`src/hw/gpio_macros.svh`:
```
// gpio register map and pad width
// shared by the register block and the checker
`ifndef GPIO_MACROS_SVH
`define GPIO_MACROS_SVH

// pad and data bus width
`define GPIO_W 32

////////////////////////////////////////////////////////////
// register byte offsets, word aligned
////////////////////////////////////////////////////////////

// input side
`define GPIO_OFS_INPUT_VAL  8'h00
`define GPIO_OFS_INPUT_EN   8'h04
// output side
`define GPIO_OFS_OUTPUT_EN  8'h08
`define GPIO_OFS_OUTPUT_VAL 8'h0C
// interrupt enables and pending bits, one pair per event kind
`define GPIO_OFS_RISE_IE    8'h18
`define GPIO_OFS_RISE_IP    8'h1C
`define GPIO_OFS_FALL_IE    8'h20
`define GPIO_OFS_FALL_IP    8'h24
`define GPIO_OFS_HIGH_IE    8'h28
`define GPIO_OFS_HIGH_IP    8'h2C
`define GPIO_OFS_LOW_IE     8'h30
`define GPIO_OFS_LOW_IP     8'h34
// alternate function routing and output polarity
`define GPIO_OFS_IOF_EN     8'h38
`define GPIO_OFS_IOF_SEL    8'h3C
`define GPIO_OFS_OUT_XOR    8'h40

`endif

```
`src/hw/gpio_pkg.sv`:
```
// gpio types shared across the register, pad and interrupt blocks
`include "gpio_macros.svh"

package gpio_pkg;

  ////////////////////////////////////////////////////////////
  // bus side
  ////////////////////////////////////////////////////////////

  // one apb request as seen by the slave, 43 bits
  typedef struct packed {
    logic                psel;
    logic                penable;
    logic                pwrite;
    logic [7:0]          paddr;
    logic [`GPIO_W-1:0]  pwdata;
  } apb_req_t;

  ////////////////////////////////////////////////////////////
  // register contents
  ////////////////////////////////////////////////////////////

  // the ten writable words
  typedef struct packed {
    logic [`GPIO_W-1:0] input_en;
    logic [`GPIO_W-1:0] output_en;
    logic [`GPIO_W-1:0] output_val;
    logic [`GPIO_W-1:0] rise_ie;
    logic [`GPIO_W-1:0] fall_ie;
    logic [`GPIO_W-1:0] high_ie;
    logic [`GPIO_W-1:0] low_ie;
    logic [`GPIO_W-1:0] iof_en;
    logic [`GPIO_W-1:0] iof_sel;
    logic [`GPIO_W-1:0] out_xor;
  } gpio_cfg_t;

  // synchronized input, now is stage two and prev is stage three
  typedef struct packed {
    logic [`GPIO_W-1:0] now;
    logic [`GPIO_W-1:0] prev;
  } gpio_sample_t;

  // pending bits per event kind, also used as clear masks
  typedef struct packed {
    logic [`GPIO_W-1:0] rise;
    logic [`GPIO_W-1:0] fall;
    logic [`GPIO_W-1:0] high;
    logic [`GPIO_W-1:0] low;
  } gpio_ip_t;

endpackage

```
`src/hw/gpio_apb_regs.sv`:
```
// gpio register block
// apb decode, configuration words, registered read data and pending clear masks
`timescale 1ns/1ps
`include "gpio_macros.svh"

module gpio_apb_regs
  import gpio_pkg::*;
(
  input  logic               PCLK,
  input  logic               PRESETn,
  input  apb_req_t           apb_req,
  input  logic [`GPIO_W-1:0] input_val,
  input  gpio_ip_t           ip,
  output logic [`GPIO_W-1:0] prdata,
  output logic               pready,
  output gpio_cfg_t          cfg,
  output gpio_ip_t           ip_clr
);

  // word offset, byte lane bits dropped
  logic [7:0]          entry;
  // write strobe for the access phase
  logic                wr_en;
  // word selected for the next prdata
  logic [`GPIO_W-1:0]  rd_word;

  assign entry  = {apb_req.paddr[7:2], 2'b00};
  assign wr_en  = apb_req.psel & apb_req.penable & apb_req.pwrite;
  // no wait states
  assign pready = 1'b1;

  ////////////////////////////////////////////////////////////
  // configuration writes
  ////////////////////////////////////////////////////////////

  always_ff @(posedge PCLK or negedge PRESETn) begin
    if (!PRESETn) begin
      cfg <= '0;
    end else if (wr_en) begin
      case (entry)
        `GPIO_OFS_INPUT_EN:   cfg.input_en   <= apb_req.pwdata;
        `GPIO_OFS_OUTPUT_EN:  cfg.output_en  <= apb_req.pwdata;
        `GPIO_OFS_OUTPUT_VAL: cfg.output_val <= apb_req.pwdata;
        `GPIO_OFS_RISE_IE:    cfg.rise_ie    <= apb_req.pwdata;
        `GPIO_OFS_FALL_IE:    cfg.fall_ie    <= apb_req.pwdata;
        `GPIO_OFS_HIGH_IE:    cfg.high_ie    <= apb_req.pwdata;
        `GPIO_OFS_LOW_IE:     cfg.low_ie     <= apb_req.pwdata;
        `GPIO_OFS_IOF_EN:     cfg.iof_en     <= apb_req.pwdata;
        `GPIO_OFS_IOF_SEL:    cfg.iof_sel    <= apb_req.pwdata;
        `GPIO_OFS_OUT_XOR:    cfg.out_xor    <= apb_req.pwdata;
        // input_val, pending words and holes are not stored here
        default: ;
      endcase
    end
  end

  ////////////////////////////////////////////////////////////
  // pending clear masks
  ////////////////////////////////////////////////////////////

  // write data lands on the addressed pending field, zero otherwise
  always_comb begin
    ip_clr = '0;
    if (wr_en) begin
      case (entry)
        `GPIO_OFS_RISE_IP: ip_clr.rise = apb_req.pwdata;
        `GPIO_OFS_FALL_IP: ip_clr.fall = apb_req.pwdata;
        `GPIO_OFS_HIGH_IP: ip_clr.high = apb_req.pwdata;
        `GPIO_OFS_LOW_IP:  ip_clr.low  = apb_req.pwdata;
        default: ;
      endcase
    end
  end

  ////////////////////////////////////////////////////////////
  // read path
  ////////////////////////////////////////////////////////////

  // select by current address, every cycle
  always_comb begin
    case (entry)
      `GPIO_OFS_INPUT_VAL:  rd_word = input_val;
      `GPIO_OFS_INPUT_EN:   rd_word = cfg.input_en;
      `GPIO_OFS_OUTPUT_EN:  rd_word = cfg.output_en;
      `GPIO_OFS_OUTPUT_VAL: rd_word = cfg.output_val;
      `GPIO_OFS_RISE_IE:    rd_word = cfg.rise_ie;
      `GPIO_OFS_RISE_IP:    rd_word = ip.rise;
      `GPIO_OFS_FALL_IE:    rd_word = cfg.fall_ie;
      `GPIO_OFS_FALL_IP:    rd_word = ip.fall;
      `GPIO_OFS_HIGH_IE:    rd_word = cfg.high_ie;
      `GPIO_OFS_HIGH_IP:    rd_word = ip.high;
      `GPIO_OFS_LOW_IE:     rd_word = cfg.low_ie;
      `GPIO_OFS_LOW_IP:     rd_word = ip.low;
      `GPIO_OFS_IOF_EN:     rd_word = cfg.iof_en;
      `GPIO_OFS_IOF_SEL:    rd_word = cfg.iof_sel;
      `GPIO_OFS_OUT_XOR:    rd_word = cfg.out_xor;
      // unmapped offsets read zero
      default:              rd_word = '0;
    endcase
  end

  // setup cycle address gives valid data in the access cycle
  always_ff @(posedge PCLK or negedge PRESETn) begin
    if (!PRESETn) begin
      prdata <= '0;
    end else begin
      prdata <= rd_word;
    end
  end

  ////////////////////////////////////////////////////////////
  // checks
  ////////////////////////////////////////////////////////////

  // master must select before enabling
  a_penable_needs_psel: assert property (
    @(posedge PCLK) disable iff (!PRESETn)
    $rose(apb_req.penable) |-> apb_req.psel
  ) else $error("penable rose without psel");

endmodule

```
`src/hw/gpio_pad_ctrl.sv`:
```
// gpio pad control
// gated three-stage input synchronizer, alternate function output mux and polarity
`timescale 1ns/1ps
`include "gpio_macros.svh"

module gpio_pad_ctrl
  import gpio_pkg::*;
(
  input  logic               PCLK,
  input  logic               PRESETn,
  input  gpio_cfg_t          cfg,
  input  logic [`GPIO_W-1:0] gpio_in,
  input  logic [`GPIO_W-1:0] iof0,
  input  logic [`GPIO_W-1:0] iof1,
  output gpio_sample_t       sample,
  output logic [`GPIO_W-1:0] gpio_out,
  output logic [`GPIO_W-1:0] gpio_en
);

  // pad input after enable gating
  logic [`GPIO_W-1:0] in_gated;
  // first synchronizer stage, may go metastable
  logic [`GPIO_W-1:0] sync1;
  // iof0 or iof1 per bit
  logic [`GPIO_W-1:0] iof_out;
  // iof result or plain output value per bit
  logic [`GPIO_W-1:0] pad_val;

  ////////////////////////////////////////////////////////////
  // input path
  ////////////////////////////////////////////////////////////

  // disabled bits never toggle the synchronizer
  assign in_gated = gpio_in & cfg.input_en;

  // three stages, now taps stage two and prev taps stage three
  always_ff @(posedge PCLK or negedge PRESETn) begin
    if (!PRESETn) begin
      sync1       <= '0;
      sample.now  <= '0;
      sample.prev <= '0;
    end else begin
      sync1       <= in_gated;
      sample.now  <= sync1;
      sample.prev <= sample.now;
    end
  end

  ////////////////////////////////////////////////////////////
  // output path
  ////////////////////////////////////////////////////////////

  // iof_sel high picks iof1
  assign iof_out  = (cfg.iof_sel & iof1) | (~cfg.iof_sel & iof0);
  // iof_en high hands the pad to the alternate function
  assign pad_val  = (cfg.iof_en & iof_out) | (~cfg.iof_en & cfg.output_val);
  // per-bit polarity flip
  assign gpio_out = pad_val ^ cfg.out_xor;
  // drive enable straight from the register
  assign gpio_en  = cfg.output_en;

  ////////////////////////////////////////////////////////////
  // checks
  ////////////////////////////////////////////////////////////

  // a bit disabled now reaches prev as zero three edges later
  property p_disabled_bits_zero;
    logic [`GPIO_W-1:0] dis;
    @(posedge PCLK) disable iff (!PRESETn)
    (1'b1, dis = ~cfg.input_en) |-> ##3 ((sample.prev & dis) == '0);
  endproperty

  a_disabled_bits_zero: assert property (p_disabled_bits_zero)
    else $error("disabled input bit reached sample.prev");

endmodule

```
`src/hw/gpio_irq.sv`:
```
// gpio interrupt block
// rise, fall, high and low pending bits with write-one-to-clear and one irq level
`timescale 1ns/1ps
`include "gpio_macros.svh"

module gpio_irq
  import gpio_pkg::*;
(
  input  logic         PCLK,
  input  logic         PRESETn,
  input  gpio_sample_t sample,
  input  gpio_cfg_t    cfg,
  input  gpio_ip_t     ip_clr,
  output gpio_ip_t     ip,
  output logic         gpio_irq
);

  // event conditions seen this cycle
  gpio_ip_t ev;
  // enables lined up with the pending fields
  gpio_ip_t ie;

  // a nonzero mask clears and blocks setting for that register this cycle
  function automatic logic [`GPIO_W-1:0] next_ip(
    input logic [`GPIO_W-1:0] cur,
    input logic [`GPIO_W-1:0] clr,
    input logic [`GPIO_W-1:0] cond
  );
    if (|clr) begin
      return cur & ~clr;
    end
    return cur | cond;
  endfunction

  assign ev.rise = sample.now & ~sample.prev;
  assign ev.fall = ~sample.now & sample.prev;
  assign ev.high = sample.prev;
  // prev resets low, so low pending bits fill right after reset
  assign ev.low  = ~sample.prev;

  assign ie.rise = cfg.rise_ie;
  assign ie.fall = cfg.fall_ie;
  assign ie.high = cfg.high_ie;
  assign ie.low  = cfg.low_ie;

  always_ff @(posedge PCLK or negedge PRESETn) begin
    if (!PRESETn) begin
      ip <= '0;
    end else begin
      ip.rise <= next_ip(ip.rise, ip_clr.rise, ev.rise);
      ip.fall <= next_ip(ip.fall, ip_clr.fall, ev.fall);
      ip.high <= next_ip(ip.high, ip_clr.high, ev.high);
      ip.low  <= next_ip(ip.low, ip_clr.low, ev.low);
    end
  end

  // any enabled pending bit raises the line
  assign gpio_irq = |(ip & ie);

  // cleared bits stay clear for one edge unless their event was live
  property p_clear_takes;
    gpio_ip_t m;
    @(posedge PCLK) disable iff (!PRESETn)
    (1'b1, m = ip_clr & ~ev) |=> ((ip & m) == '0);
  endproperty

  a_clear_takes: assert property (p_clear_takes)
    else $error("pending bit survived write-one-to-clear");

endmodule

```
`src/hw/gpio_apb.sv`:
```
// gpio peripheral top
// ties the apb register block to the pad control and the interrupt logic
`timescale 1ns/1ps
`include "gpio_macros.svh"

module gpio_apb
  import gpio_pkg::*;
(
  input  logic               PCLK,
  input  logic               PRESETn,
  input  apb_req_t           apb_req,
  input  logic [`GPIO_W-1:0] iof0,
  input  logic [`GPIO_W-1:0] iof1,
  input  logic [`GPIO_W-1:0] gpio_in,
  output logic [`GPIO_W-1:0] prdata,
  output logic               pready,
  output logic [`GPIO_W-1:0] gpio_out,
  output logic [`GPIO_W-1:0] gpio_en,
  output logic               gpio_irq
);

  // configuration words from the register block
  gpio_cfg_t    cfg;
  // synchronized input, prev doubles as input_val
  gpio_sample_t sample;
  // pending bits and their clear masks
  gpio_ip_t     ip;
  gpio_ip_t     ip_clr;

  gpio_apb_regs u_regs (
    .PCLK      (PCLK),
    .PRESETn   (PRESETn),
    .apb_req   (apb_req),
    .input_val (sample.prev),
    .ip        (ip),
    .prdata    (prdata),
    .pready    (pready),
    .cfg       (cfg),
    .ip_clr    (ip_clr)
  );

  gpio_pad_ctrl u_pad (
    .PCLK     (PCLK),
    .PRESETn  (PRESETn),
    .cfg      (cfg),
    .gpio_in  (gpio_in),
    .iof0     (iof0),
    .iof1     (iof1),
    .sample   (sample),
    .gpio_out (gpio_out),
    .gpio_en  (gpio_en)
  );

  gpio_irq u_irq (
    .PCLK     (PCLK),
    .PRESETn  (PRESETn),
    .sample   (sample),
    .cfg      (cfg),
    .ip_clr   (ip_clr),
    .ip       (ip),
    .gpio_irq (gpio_irq)
  );

endmodule

```
`config.mk`:
```
export PLATFORM = sky130hd
export DESIGN_NAME = gpio_apb
export DESIGN_NICKNAME = d
export VERILOG_FILES = /design/src/hw/gpio_pkg.sv /design/src/hw/gpio_apb_regs.sv /design/src/hw/gpio_pad_ctrl.sv /design/src/hw/gpio_irq.sv /design/src/hw/gpio_apb.sv
export VERILOG_INCLUDE_DIRS = /design/src /design/src/hw
export SDC_FILE = /design/constraint.sdc
export NUM_CORES = 1
export LEC_CHECK = 0
export BUFFER_PORTS_ARGS = -buffer_cell sky130_fd_sc_hd__buf_2
export CELL_PAD_IN_SITES_DETAIL_PLACEMENT = 1
export CELL_PAD_IN_SITES_GLOBAL_PLACEMENT = 2
export CORE_AREA = 2 2 255 257
export DETAILED_ROUTE_END_ITERATION = 7
export DIE_AREA = 0 0 257 259
export GPL_TIMING_DRIVEN = 1
export PLACE_DENSITY = 0.77
export SYNTH_ARGS = -nofsm -noshare
export SYNTH_HDL_FRONTEND = slang
export SYNTH_SLANG_ARGS = --single-unit
```
`constraint.sdc`:
```
create_clock -name PCLK -period 1.7 [get_ports PCLK]
set_input_delay 0.255 -clock PCLK [delete_from_list [all_inputs] [get_ports PCLK]]
set_output_delay 0.255 -clock PCLK [all_outputs]
set_load 0.005 [all_outputs]
```
# Word-level counts from Yosys, hierarchy flattened

Cells that the tools add are included.

Register bits after elaboration: 576
Input bits: 141
Output and inout port bits: 98
Logic and storage cells: 95

Eq/ne operators: 14
Muxes and demuxes: 18
Bitwise gates (word level): 29
Reduce and logical (&&, ||, !) cells: 16

Operator list:

| operator                                                              | number |
|---|---|
| 32-bit one-hot mux with 15 select lines                               | 1 |
| 32-bit two-way mux                                                    | 12 |
| 32-bit AND                                                            | 11 |
| 32-bit inverter                                                       | 8 |
| 32-bit bitwise OR                                                     | 6 |
| 128-bit AND                                                           | 1 |
| 128-bit two-way mux                                                   | 1 |
| 128-bit OR reduction                                                  | 1 |
| 32-bit OR reduction                                                   | 4 |
| 6-bit by 4-bit equality test with 1-bit output, second input constant | 8 |
| 32-bit bitwise XOR                                                    | 1 |
| 2-bit AND reduction                                                   | 10 |
| 6-bit by 2-bit equality test with 1-bit output, second input constant | 2 |
| 6-bit by 3-bit equality test with 1-bit output, second input constant | 2 |
| 8-bit zero test                                                       | 1 |
| 6-bit by 1-bit equality test with 1-bit output, second input constant | 1 |
| 6-bit by 5-bit equality test with 1-bit output, second input constant | 1 |
| 1-bit two-way mux                                                     | 4 |
| 1-bit AND                                                             | 2 |

# Longest topological paths before layout

Gate-level depths: netlist of the first run.

Depth in word-level cells: 7
Mapped depth: 9

# Modules after synthesis

Synthesis of the first run repeated with hierarchy kept, for this count alone.

Cell total of the unflattened synthesis: 2,373
Area, all modules: 27,268.7 um^2

By module, submodules not included:

| module        | times used | cells each | area an instance (um^2) | sequential area each (um^2) |
|---|---|---|---|---|
| gpio_apb_regs | 1          | 1,407      | 17,423.0                | 8,808.4 |
| gpio_irq      | 1          | 678        | 6,122.1                 | 3,203.1 |
| gpio_pad_ctrl | 1          | 288        | 3,723.6                 | 2,402.3 |

# Worst setup path before layout of the first run

OpenSTA, ideal clock, no wires.

Path type: input-to-reg
From: in apb_req[35] in the netlist's numbering
To: reg u_regs.prdata[18]
Library setup time: 0.136 ns
Arrival: 1.875 ns
Required time: 1.564 ns
Path slack: -0.311 ns
Stages: 6
Buffers on the path: 3
Cells stage by stage: buf_2 -> buf_2 -> buf_2 -> mux4_2 -> a221oi_1 -> nand3_1

Word-level cells in the longest chain between the ends: 2
Elaborated cells on any way between the ends: 16
Those cells by class: 14 x eq/ne; 1 x mux; 1 x reduce/logical

Ends and longest elaborated chain:

| element                                                                | line                 | RTL |
|---|---|---|
| start, declared                                                        | gpio_apb.sv:11       | `input apb_req_t apb_req,` |
| 6-bit by 5-bit equality test with 1-bit output (tied with other cells) | gpio_apb_regs.sv:81  | `case (entry)` |
| 32-bit one-hot mux with 15 select lines *                              | gpio_apb_regs.sv:81  |  |
| named net u_regs.rd_word[18]                                           | gpio_apb_regs.sv:25  | `` logic [`GPIO_W-1:0] rd_word; `` |
| end signal, assigned                                                   | gpio_apb_regs.sv:107 | `prdata <= rd_word;` |
| end, declared                                                          | gpio_apb_regs.sv:14  | `` output logic [`GPIO_W-1:0] prdata, `` |

Mark *: on every way through the listed nets, which the timed path passes. The rest lies on a longest branch.
A chain may end at the register's enable or synchronous reset.

# Worst setup path in the final report of the first run

From: reg, netlist name u_irq.ip[17]
To: out gpio_irq

Word-level cells in the longest chain between the ends: 2

Ends and longest elaborated chain:

| element              | line           | RTL |
|---|---|---|
| 128-bit AND          | gpio_irq.sv:58 | `assign gpio_irq = \|(ip & ie);` |
| 128-bit OR reduction | gpio_irq.sv:58 |  |
| end, declared        | gpio_apb.sv:19 | `output logic gpio_irq` |

Every way passes these cells.

==> metrics.md, run 1 <==
| Metric | Value |
|---|---|
| Outcome | finished, violations left |
| Failing checks | setup timing |
| Layout net count | 2933 |
| Area grow syn2layout | 35.5% |
| Avg WL per Cell | 31.5 microns |
| Data required, critical path | 1440 ps |
| Startpoint types | flip-flop |
| Longest Clk Path Bufs | 3 |
| Final Worst Setup Slack | -1180 ps |
| Async SR Flop Fraction | 100% |
| Pwr/cell area | 973 mW/mm^2 |
| Clock transition at path regs | 60 ps |
| Fin crit share | 169% |
| Min Tclk post-route | 2880 ps |
| Final non-filler cell total | 3698 |
| Post-place setup slack | -866 ps |
| Top cell type's share of synthesized area | 55.7% |
| Total CTS buffers | 67 |
| Pin count of the biggest net entering global routing | 72 |
| Num rows | 93 |
| Setup Viol. Count Final | 41 |
| Hold_ws | 76.7 ps |
| Syn Nets | 2220 |
| Cell taking the most area after synthesis | dfrtp_1 |
| GPL Wtd Cong | 1.04 |
| Clk sink count | 576 |
| Synth warn | 0 |
| VDD IR-drop max | 0.000658 V |
| Worst slew margin | 58.1% |
| CP max-delay cell | a221oi_1 |
| Syn avg cell area | 12.4 sq um |
| GRT Overall Usage | 35.0% |
| Filler cell count | 6550 |
| Vias per Instance | 6.01 |
| Max FO, Critical Path | 2 |
| Die Wd | 257 microns |
| Slew @ Worst Pin | 629 ps |
| Post-synthesis sequential area ratio | 55.7% |
| Max Clock Skew | 16.0 ps |
| Clock root buffer | clkbuf_16 |
| CP arrival | 2620 ps |
| Yosys cell types | 57 |
| Routed WL | 117000 microns |
| DR iter-0 viols | 2405 |
| Register bit count reported by yosys | 576 |
| I/O Buffers | 235 |
| Final Hold Viols | 0 |
| Share of layout cells above drive strength 1 | 46.8% |
| Mapped Cells | 2079 |
| Dpl cells | 3505 |
| Max Freq | 348 MHz |
| HP Class | primary input to flip-flop |
| Die area | 0.0666 sq mm |
| Starting Density | 40.5% |
| DP HPWL | 84800 microns |
| Core ar. | 0.0639 sq mm |
| IO Pins | 239 |
| Via count | 22225 |
| Worst setup EP type | primary output |
| Final Max Slew Viols | 0 |
| Top cells by area, synth | dfrtp_1, mux2_2, a22oi_1 |
| First-pass GRT wire length | 169000 microns |
| Core Util, Final | 54.8% |
| CP max stage delay | 480 ps |
| Top FF cell, synth | dfrtp_1 |
| Placed cell area | 0.0318 sq mm |
| Routed Antenna Nets | 0 |
| Vias in the first global route | 24251 |
| Synthesized area | 0.0259 sq mm |
| DRC Markers | 0 |
| Skew-Pair Late Insertion Delay | 620 ps |
| Total gr overflow | 0 |
| Post-synth EDFFs | 0 |
| Most frequent cells after synthesis | dfrtp_1, mux2_2, o21ai_0 |
| CP Cell Sequence | a22o_1 -> a221oi_1 -> nand4_1 -> nor4_2 -> nand3_2 -> buf_2 |
| H-tree Lvls | 3 |
| Leakage | 17.5 nW |
| Initial antenna violation count | 5 |
| DIE HEIGHT | 259 microns |
| CTS tree | yes |
| Post-route cell area | 0.0350 sq mm |
| DRT Pass-1 Iters | 6 |
| Max-Cap Viols | 0 |
| Setup CP Type | flip-flop to primary output |
| RSZ-0062 raised after global routing | true |
| Count leader, synth | dfrtp_1 |
cells in the final DEF (no fill, tap or decap), types with 30 or more instances in the layout:
master	count
and2_1	35
clkbuf_16	71
mux2i_1	50
a21oi_1	66
dfrtp_1	558
a22o_1	74
inv_1	92
dlygate4sd3_1	33
a222oi_1	34
a22oi_1	86
buf_2	232
o2bb2ai_1	31
mux2_2	301
mux2_4	30
nand2_1	95
xor2_1	32
buf_4	479
o21ai_0	110
buf_12	52
o22ai_1	43
nor2_1	46
where the power goes:
group	internal [W]	total (W)	switching [W]	leakage, nW
logic	0.00211	0.00414	0.00202	9.02
registers	0.0144	0.0153	0.000805	7.40
clock network	0.00866	0.0147	0.00604	1.10
total	0.0252	0.0341	0.00887	17.5
per-stage QoR:
step           TNS (ps)  total power (W)
5_1_grt           -9180           0.0350
3_3_place_gp    -199720           0.0191
2_1_floorplan    -39740           0.0166
6_report          -6560           0.0341
4_1_cts           -7280           0.0341
3_5_place_dp    -225120           0.0193
flip-flops by register name, summed over array words and instances, names as in the netlist:
name	count
u_irq.ip	128
u_pad.sample	64
u_pad.sync1	32
u_regs.cfg	320
u_regs.prdata	32
per-layer routing:
layer  vias up  global-route usage (%)  routed length (microns)
li1       9127                       -                        -
met1     11543                    44.7                    45700
met2      1176                    54.7                    53000
met3       371                    8.37                    10500
met4         8                    20.1                     7230
met5         -                       0                       60
final cells by class:
class / instances / area [sq um] / area share (%)
flip-flops and latches: 576 / 14400 / 41.2
clock inverters: 19 / 160 / 0.457
well taps: 855 / 1070 / 3.05
clock buffers: 99 / 2050 / 5.86
inverters: 92 / 345 / 0.986
diodes: 2 / 5.00 / 0.0143
multi-input cells: 1244 / 10700 / 30.4
repair buffers: 811 / 6300 / 18.0
worst max-delay path: cells and delay by family (launching register included):
kind / cells / cell delay, ps
AOI/OAI and AO/OA: 2 / 710
buffers and inverters: 1 / 170
and+or+nand+nor: 3 / 680
DFF: 1 / 470
kinds of logic (layout without fill, tap and decap cells):
kind of cell           count (synthesis)  count (layout)  share of synthesized area, %
flip-flops                           576             576                          55.7
other                                  1               3                        0.0145
buffers and inverters                260            1021                          4.60
AO/OA/AOI/OAI                        514             514                          14.0
AND/OR/NAND/NOR                      287             288                          5.61
XOR/XNOR                              32              32                          1.08
multiplexers                         409             409                          19.0
worst paths after layout:
path | end | slack [ps] | startpoint | cells past startpoint
setup / recovery | gpio_irq | -1180 | u_irq.ip[17] | 6
hold / removal | u_irq.ip[82] | 80 | apb_req[18] | 3
setup reg to reg | u_regs.prdata[20] | -140 | u_regs.cfg[308] | 4
hold reg to reg | u_pad.sample[55] | 340 | u_pad.sync1[23] | 0
max in group asynchronous | u_irq.ip[9] | 780 | PRESETn | 4
min in group asynchronous | u_regs.cfg[177] | 110 | PRESETn | 2
timing repair:
item                                    in CTS  in global routing
setup buffers                               39                  7
endpoints found under the hold margin      259                  0
gates resized for setup                     45                 36
hold buffers                                33                  0
gates cloned                                 1                  0
pin swaps                                   76                 23
endpoints found under the setup margin     150                 70
No activity file was read; power rests on OpenSTA's default activity.
==> run 2: changes to the inputs <==
--- a/config.mk
+++ b/config.mk
@@ -7,13 +7,15 @@
 export NUM_CORES = 1
 export LEC_CHECK = 0
 export BUFFER_PORTS_ARGS = -buffer_cell sky130_fd_sc_hd__buf_2
+export CAP_MARGIN = 20
 export CELL_PAD_IN_SITES_DETAIL_PLACEMENT = 1
 export CELL_PAD_IN_SITES_GLOBAL_PLACEMENT = 2
-export CORE_AREA = 2 2 255 257
+export CORE_AREA = 2 2 246 248
 export DETAILED_ROUTE_END_ITERATION = 7
-export DIE_AREA = 0 0 257 259
+export DIE_AREA = 0 0 248 250
 export GPL_TIMING_DRIVEN = 1
-export PLACE_DENSITY = 0.77
+export HOLD_SLACK_MARGIN = 0.08
+export PLACE_DENSITY = 0.82
 export SYNTH_ARGS = -nofsm -noshare
 export SYNTH_HDL_FRONTEND = slang
 export SYNTH_SLANG_ARGS = --single-unit
==> constraint.sdc (replaced) <==
create_clock -name PCLK -period 3.5 [get_ports PCLK]
set_input_delay 0.525 -clock PCLK [delete_from_list [all_inputs] [get_ports PCLK]]
set_output_delay 0.525 -clock PCLK [all_outputs]
set_load 0.005 [all_outputs]
==> run 2 against run 1 <==
The run now ends clean. First-iteration DRC count shrank 11%. Worst hold slack better by 22 ps. Global-route usage fell by 1.6 points. Sequential cell count is the same. Sequential share of layout area rose by 6.0 points. Clock power decreased by 53%. Die area shrank 6.9%. Via count fell by 8.5%. Largest cell class unchanged.
==> metrics.md, run 2 (synthesized netlist as in run 1, its figures left out) <==
| Metric | Value |
|---|---|
| R2R setup slack | 1650 ps (was -140 ps) |
| Vias in the first global route | 21492 (was 24251) |
| FF+latch area | 0.0144 sq mm (about the same) |
| Reg with most FFs | u_regs.cfg (unchanged) |
| DR iter-0 viols | 2133 (was 2405) |
| Clock power frac | 43.8% (was 43.1%) |
| Via count | 20327 (was 22225) |
| Total gr overflow | 0 (unchanged) |
| Final Power | 0.0157 W (was 0.0341 W) |
| Core ar. | 0.0596 sq mm (was 0.0639 sq mm) |
| Sequential share of power | 47.4% (was 44.7%) |
| Longest Clk Path Bufs | 3 (unchanged) |
| Post-route cell area | 0.0305 sq mm (was 0.0350 sq mm) |
| Area of the multi-input gates | 0.0104 sq mm (was 0.0107 sq mm) |
| Pwr/cell area | 515 mW/mm^2 (was 973 mW/mm^2) |
| Max-Cap Viols | 0 (unchanged) |
| I/O Buffers | 235 (unchanged) |
| Setup Viol. Count Final | 0 (was 41) |
| RSZ-0062 raised after global routing | false (was true) |
| DIE HEIGHT | 250 microns (was 259 microns) |
| Initial antenna violation count | 2 (was 5) |
| GPL Wtd Cong | 0.922 (was 1.04) |
| Layout net count | 2465 (was 2933) |
| HP Class | primary input to flip-flop (unchanged) |
| Final Max Slew Viols | 0 (unchanged) |
| CP arrival | 2870 ps (was 2620 ps) |
| Largest regs | u_regs.cfg: 320 flops, u_irq.ip: 128 flops, u_pad.sample: 64 flops (unchanged) |
| Max Clock Skew | 12.2 ps (was 16.0 ps) |
| Skew-Pair Late Insertion Delay | 640 ps (was 620 ps) |
| Avg WL per Cell | 32.6 microns (was 31.5 microns) |
| Filler cell count | 6063 (was 6550) |
| H-tree Lvls | 2 (was 3) |
| Vias per Instance | 6.43 (was 6.01) |
| Leakage | 15.0 nW (was 17.5 nW) |
| Share of layout cells above drive strength 1 | 35.1% (was 46.8%) |
| Max reg flops | 320 (unchanged) |
| DP HPWL | 69900 microns (was 84800 microns) |
| Slew @ Worst Pin | 1180 ps (was 629 ps) |
| Starting Density | 43.4% (was 40.5%) |
| DRT Pass-1 Iters | 6 (unchanged) |
| CTS tree | yes (unchanged) |
| Total CTS buffers | 61 (was 67) |
| Max FO, Critical Path | 3 (was 2) |
| Clock root buffer | clkbuf_16 (unchanged) |
| Post-place setup slack | 242 ps (was -866 ps) |
| Worst slew margin | 20.7% (was 58.1%) |
| Commonest non-fill, non-tap cell in the layout | dfrtp_1 (unchanged) |
| Fin crit share | 96.9% |
| DRC Markers | 0 (unchanged) |
| Die area | 0.0620 sq mm (was 0.0666 sq mm) |
| Routed Antenna Nets | 0 (unchanged) |
| Startpoint types | flip-flop (unchanged) |
| Comb power frac | 8.8% (was 12.1%) |
| Final non-filler cell total | 3160 (was 3698) |
| Clock transition at path regs | 60 ps (about the same) |
| Worst setup EP type | primary output (unchanged) |
| Post-CTS setup buffer count | 0 (was 39) |
| Final Worst Setup Slack | 109 ps (was -1180 ps) |
| Area grow syn2layout | 18.1% (was 35.5%) |
| Setup CP Type | flip-flop to primary output (unchanged) |
| Sw Ratio | 25.6% (was 26.0%) |
| Max Freq | 295 MHz |
| Most frequent cells in the layout | dfrtp_1, mux2_2, buf_2 (was dfrtp_1, buf_4, mux2_2) |
| Outcome | complete, no violations (was finished, violations left) |
| Die Wd | 248 microns (was 257 microns) |
| Routed WL | 103000 microns (was 117000 microns) |
| Internal power | 0.0117 W (was 0.0252 W) |
| First-pass GRT wire length | 150000 microns (was 169000 microns) |
| Placed cell area | 0.0284 sq mm (was 0.0318 sq mm) |
| Min Tclk post-route | 3390 ps |
| GRT Overall Usage | 33.4% (was 35.0%) |
| Total negative slack | 0 ps (was -6560 ps) |
| Pin count of the biggest net entering global routing | 72 (unchanged) |
| Data required, critical path | 2970 ps (was 1440 ps) |
| VDD IR-drop max | 0.000386 V (was 0.000658 V) |
| IO Pins | 239 (unchanged) |
| Sw Pwr | 0.00403 W (was 0.00887 W) |
| Num rows | 90 (was 93) |
| Clk sink count | 576 (unchanged) |
| Dpl cells | 3040 (was 3505) |
| Final Hold Viols | 0 (unchanged) |
[run 2: cell count changes in the layout (fill, tap and decap cells not counted), moves of 6 or more]
cell / change
nor4_1: +6
a21oi_1: +10
dlygate4sd3_1: -30
dfrtp_1: +18
buf_12: -32
nor3_4: -6
a221oi_2: -9
a221oi_1: +11
clkbuf_16: -8
a21oi_2: -10
buf_4: -386
dfrtp_2: -18
nor4_2: -6
buf_6: -14
[run 2: worst paths after layout]
kind / from / cells past startpoint / endpoint
max: u_regs.cfg[128] / 6 / gpio_irq
min: gpio_in[26] / 2 / u_pad.sync1[26]
max reg2reg: u_regs.cfg[191] / 4 / u_regs.prdata[31]
min reg2reg: u_pad.sync1[30] / 0 / u_pad.sample[62]
max in group asynchronous: PRESETn / 4 / u_regs.cfg[10]
min in group asynchronous: PRESETn / 2 / u_regs.cfg[170]
[run 2: power by group through the flow]
stage          clock, W  sequential [W]  combinational, W
4_1_cts         0.00695         0.00743           0.00138
3_3_place_gp          0         0.00753           0.00133
2_1_floorplan         0         0.00733          0.000736
3_5_place_dp          0         0.00755           0.00137
6_report        0.00689         0.00746           0.00139
5_1_grt         0.00721         0.00748           0.00149
[run 2: area by class of cell]
| cell class | count | area share, % |
|---|---|---|
| timing repair buffer | 350 | 7.56 |
| clock inverter | 27 | 1.09 |
| sequential | 576 | 47.2 |
| inverter | 92 | 1.13 |
| antenna | 1 | 0.00819 |
| tap | 782 | 3.20 |
| multi-input combinational | 1243 | 33.9 |
| clock buffer | 89 | 5.87 |
[run 2: metal layers]
metal	global-route usage (%)	share of wire [%]	up-vias
met3	8.27	9.6	298
met4	15.3	5.1	0
met5	0	0	-
met1	44.0	39	10720
li1	-	-	8186
met2	51.8	46	1123
[run 2: per-stage QoR]
stage | hold WS, ps | util (%)
after floorplan | 229 | -
after global placement | 332 | 47.6
after detailed placement | 336 | 47.6
after CTS | 83.2 | 51.2
after global routing | 99.1 | 51.3
final | 99.1 | 51.3
[run 2: timing repair]
action / CTS / global route
resized for setup: 0 / 4
hold buffers: 3 / 0
setup endpoints to repair: 0 / 1
endpoints found under the hold margin: 59 / 0
[run 2: critical path: stages, from the launching register on]
cell	delay (ps)
dfrtp_1	430
a22o_1	360
a221oi_2	310
nand4_1	200
nor3_1	440
nand3_1	290
buf_2	210
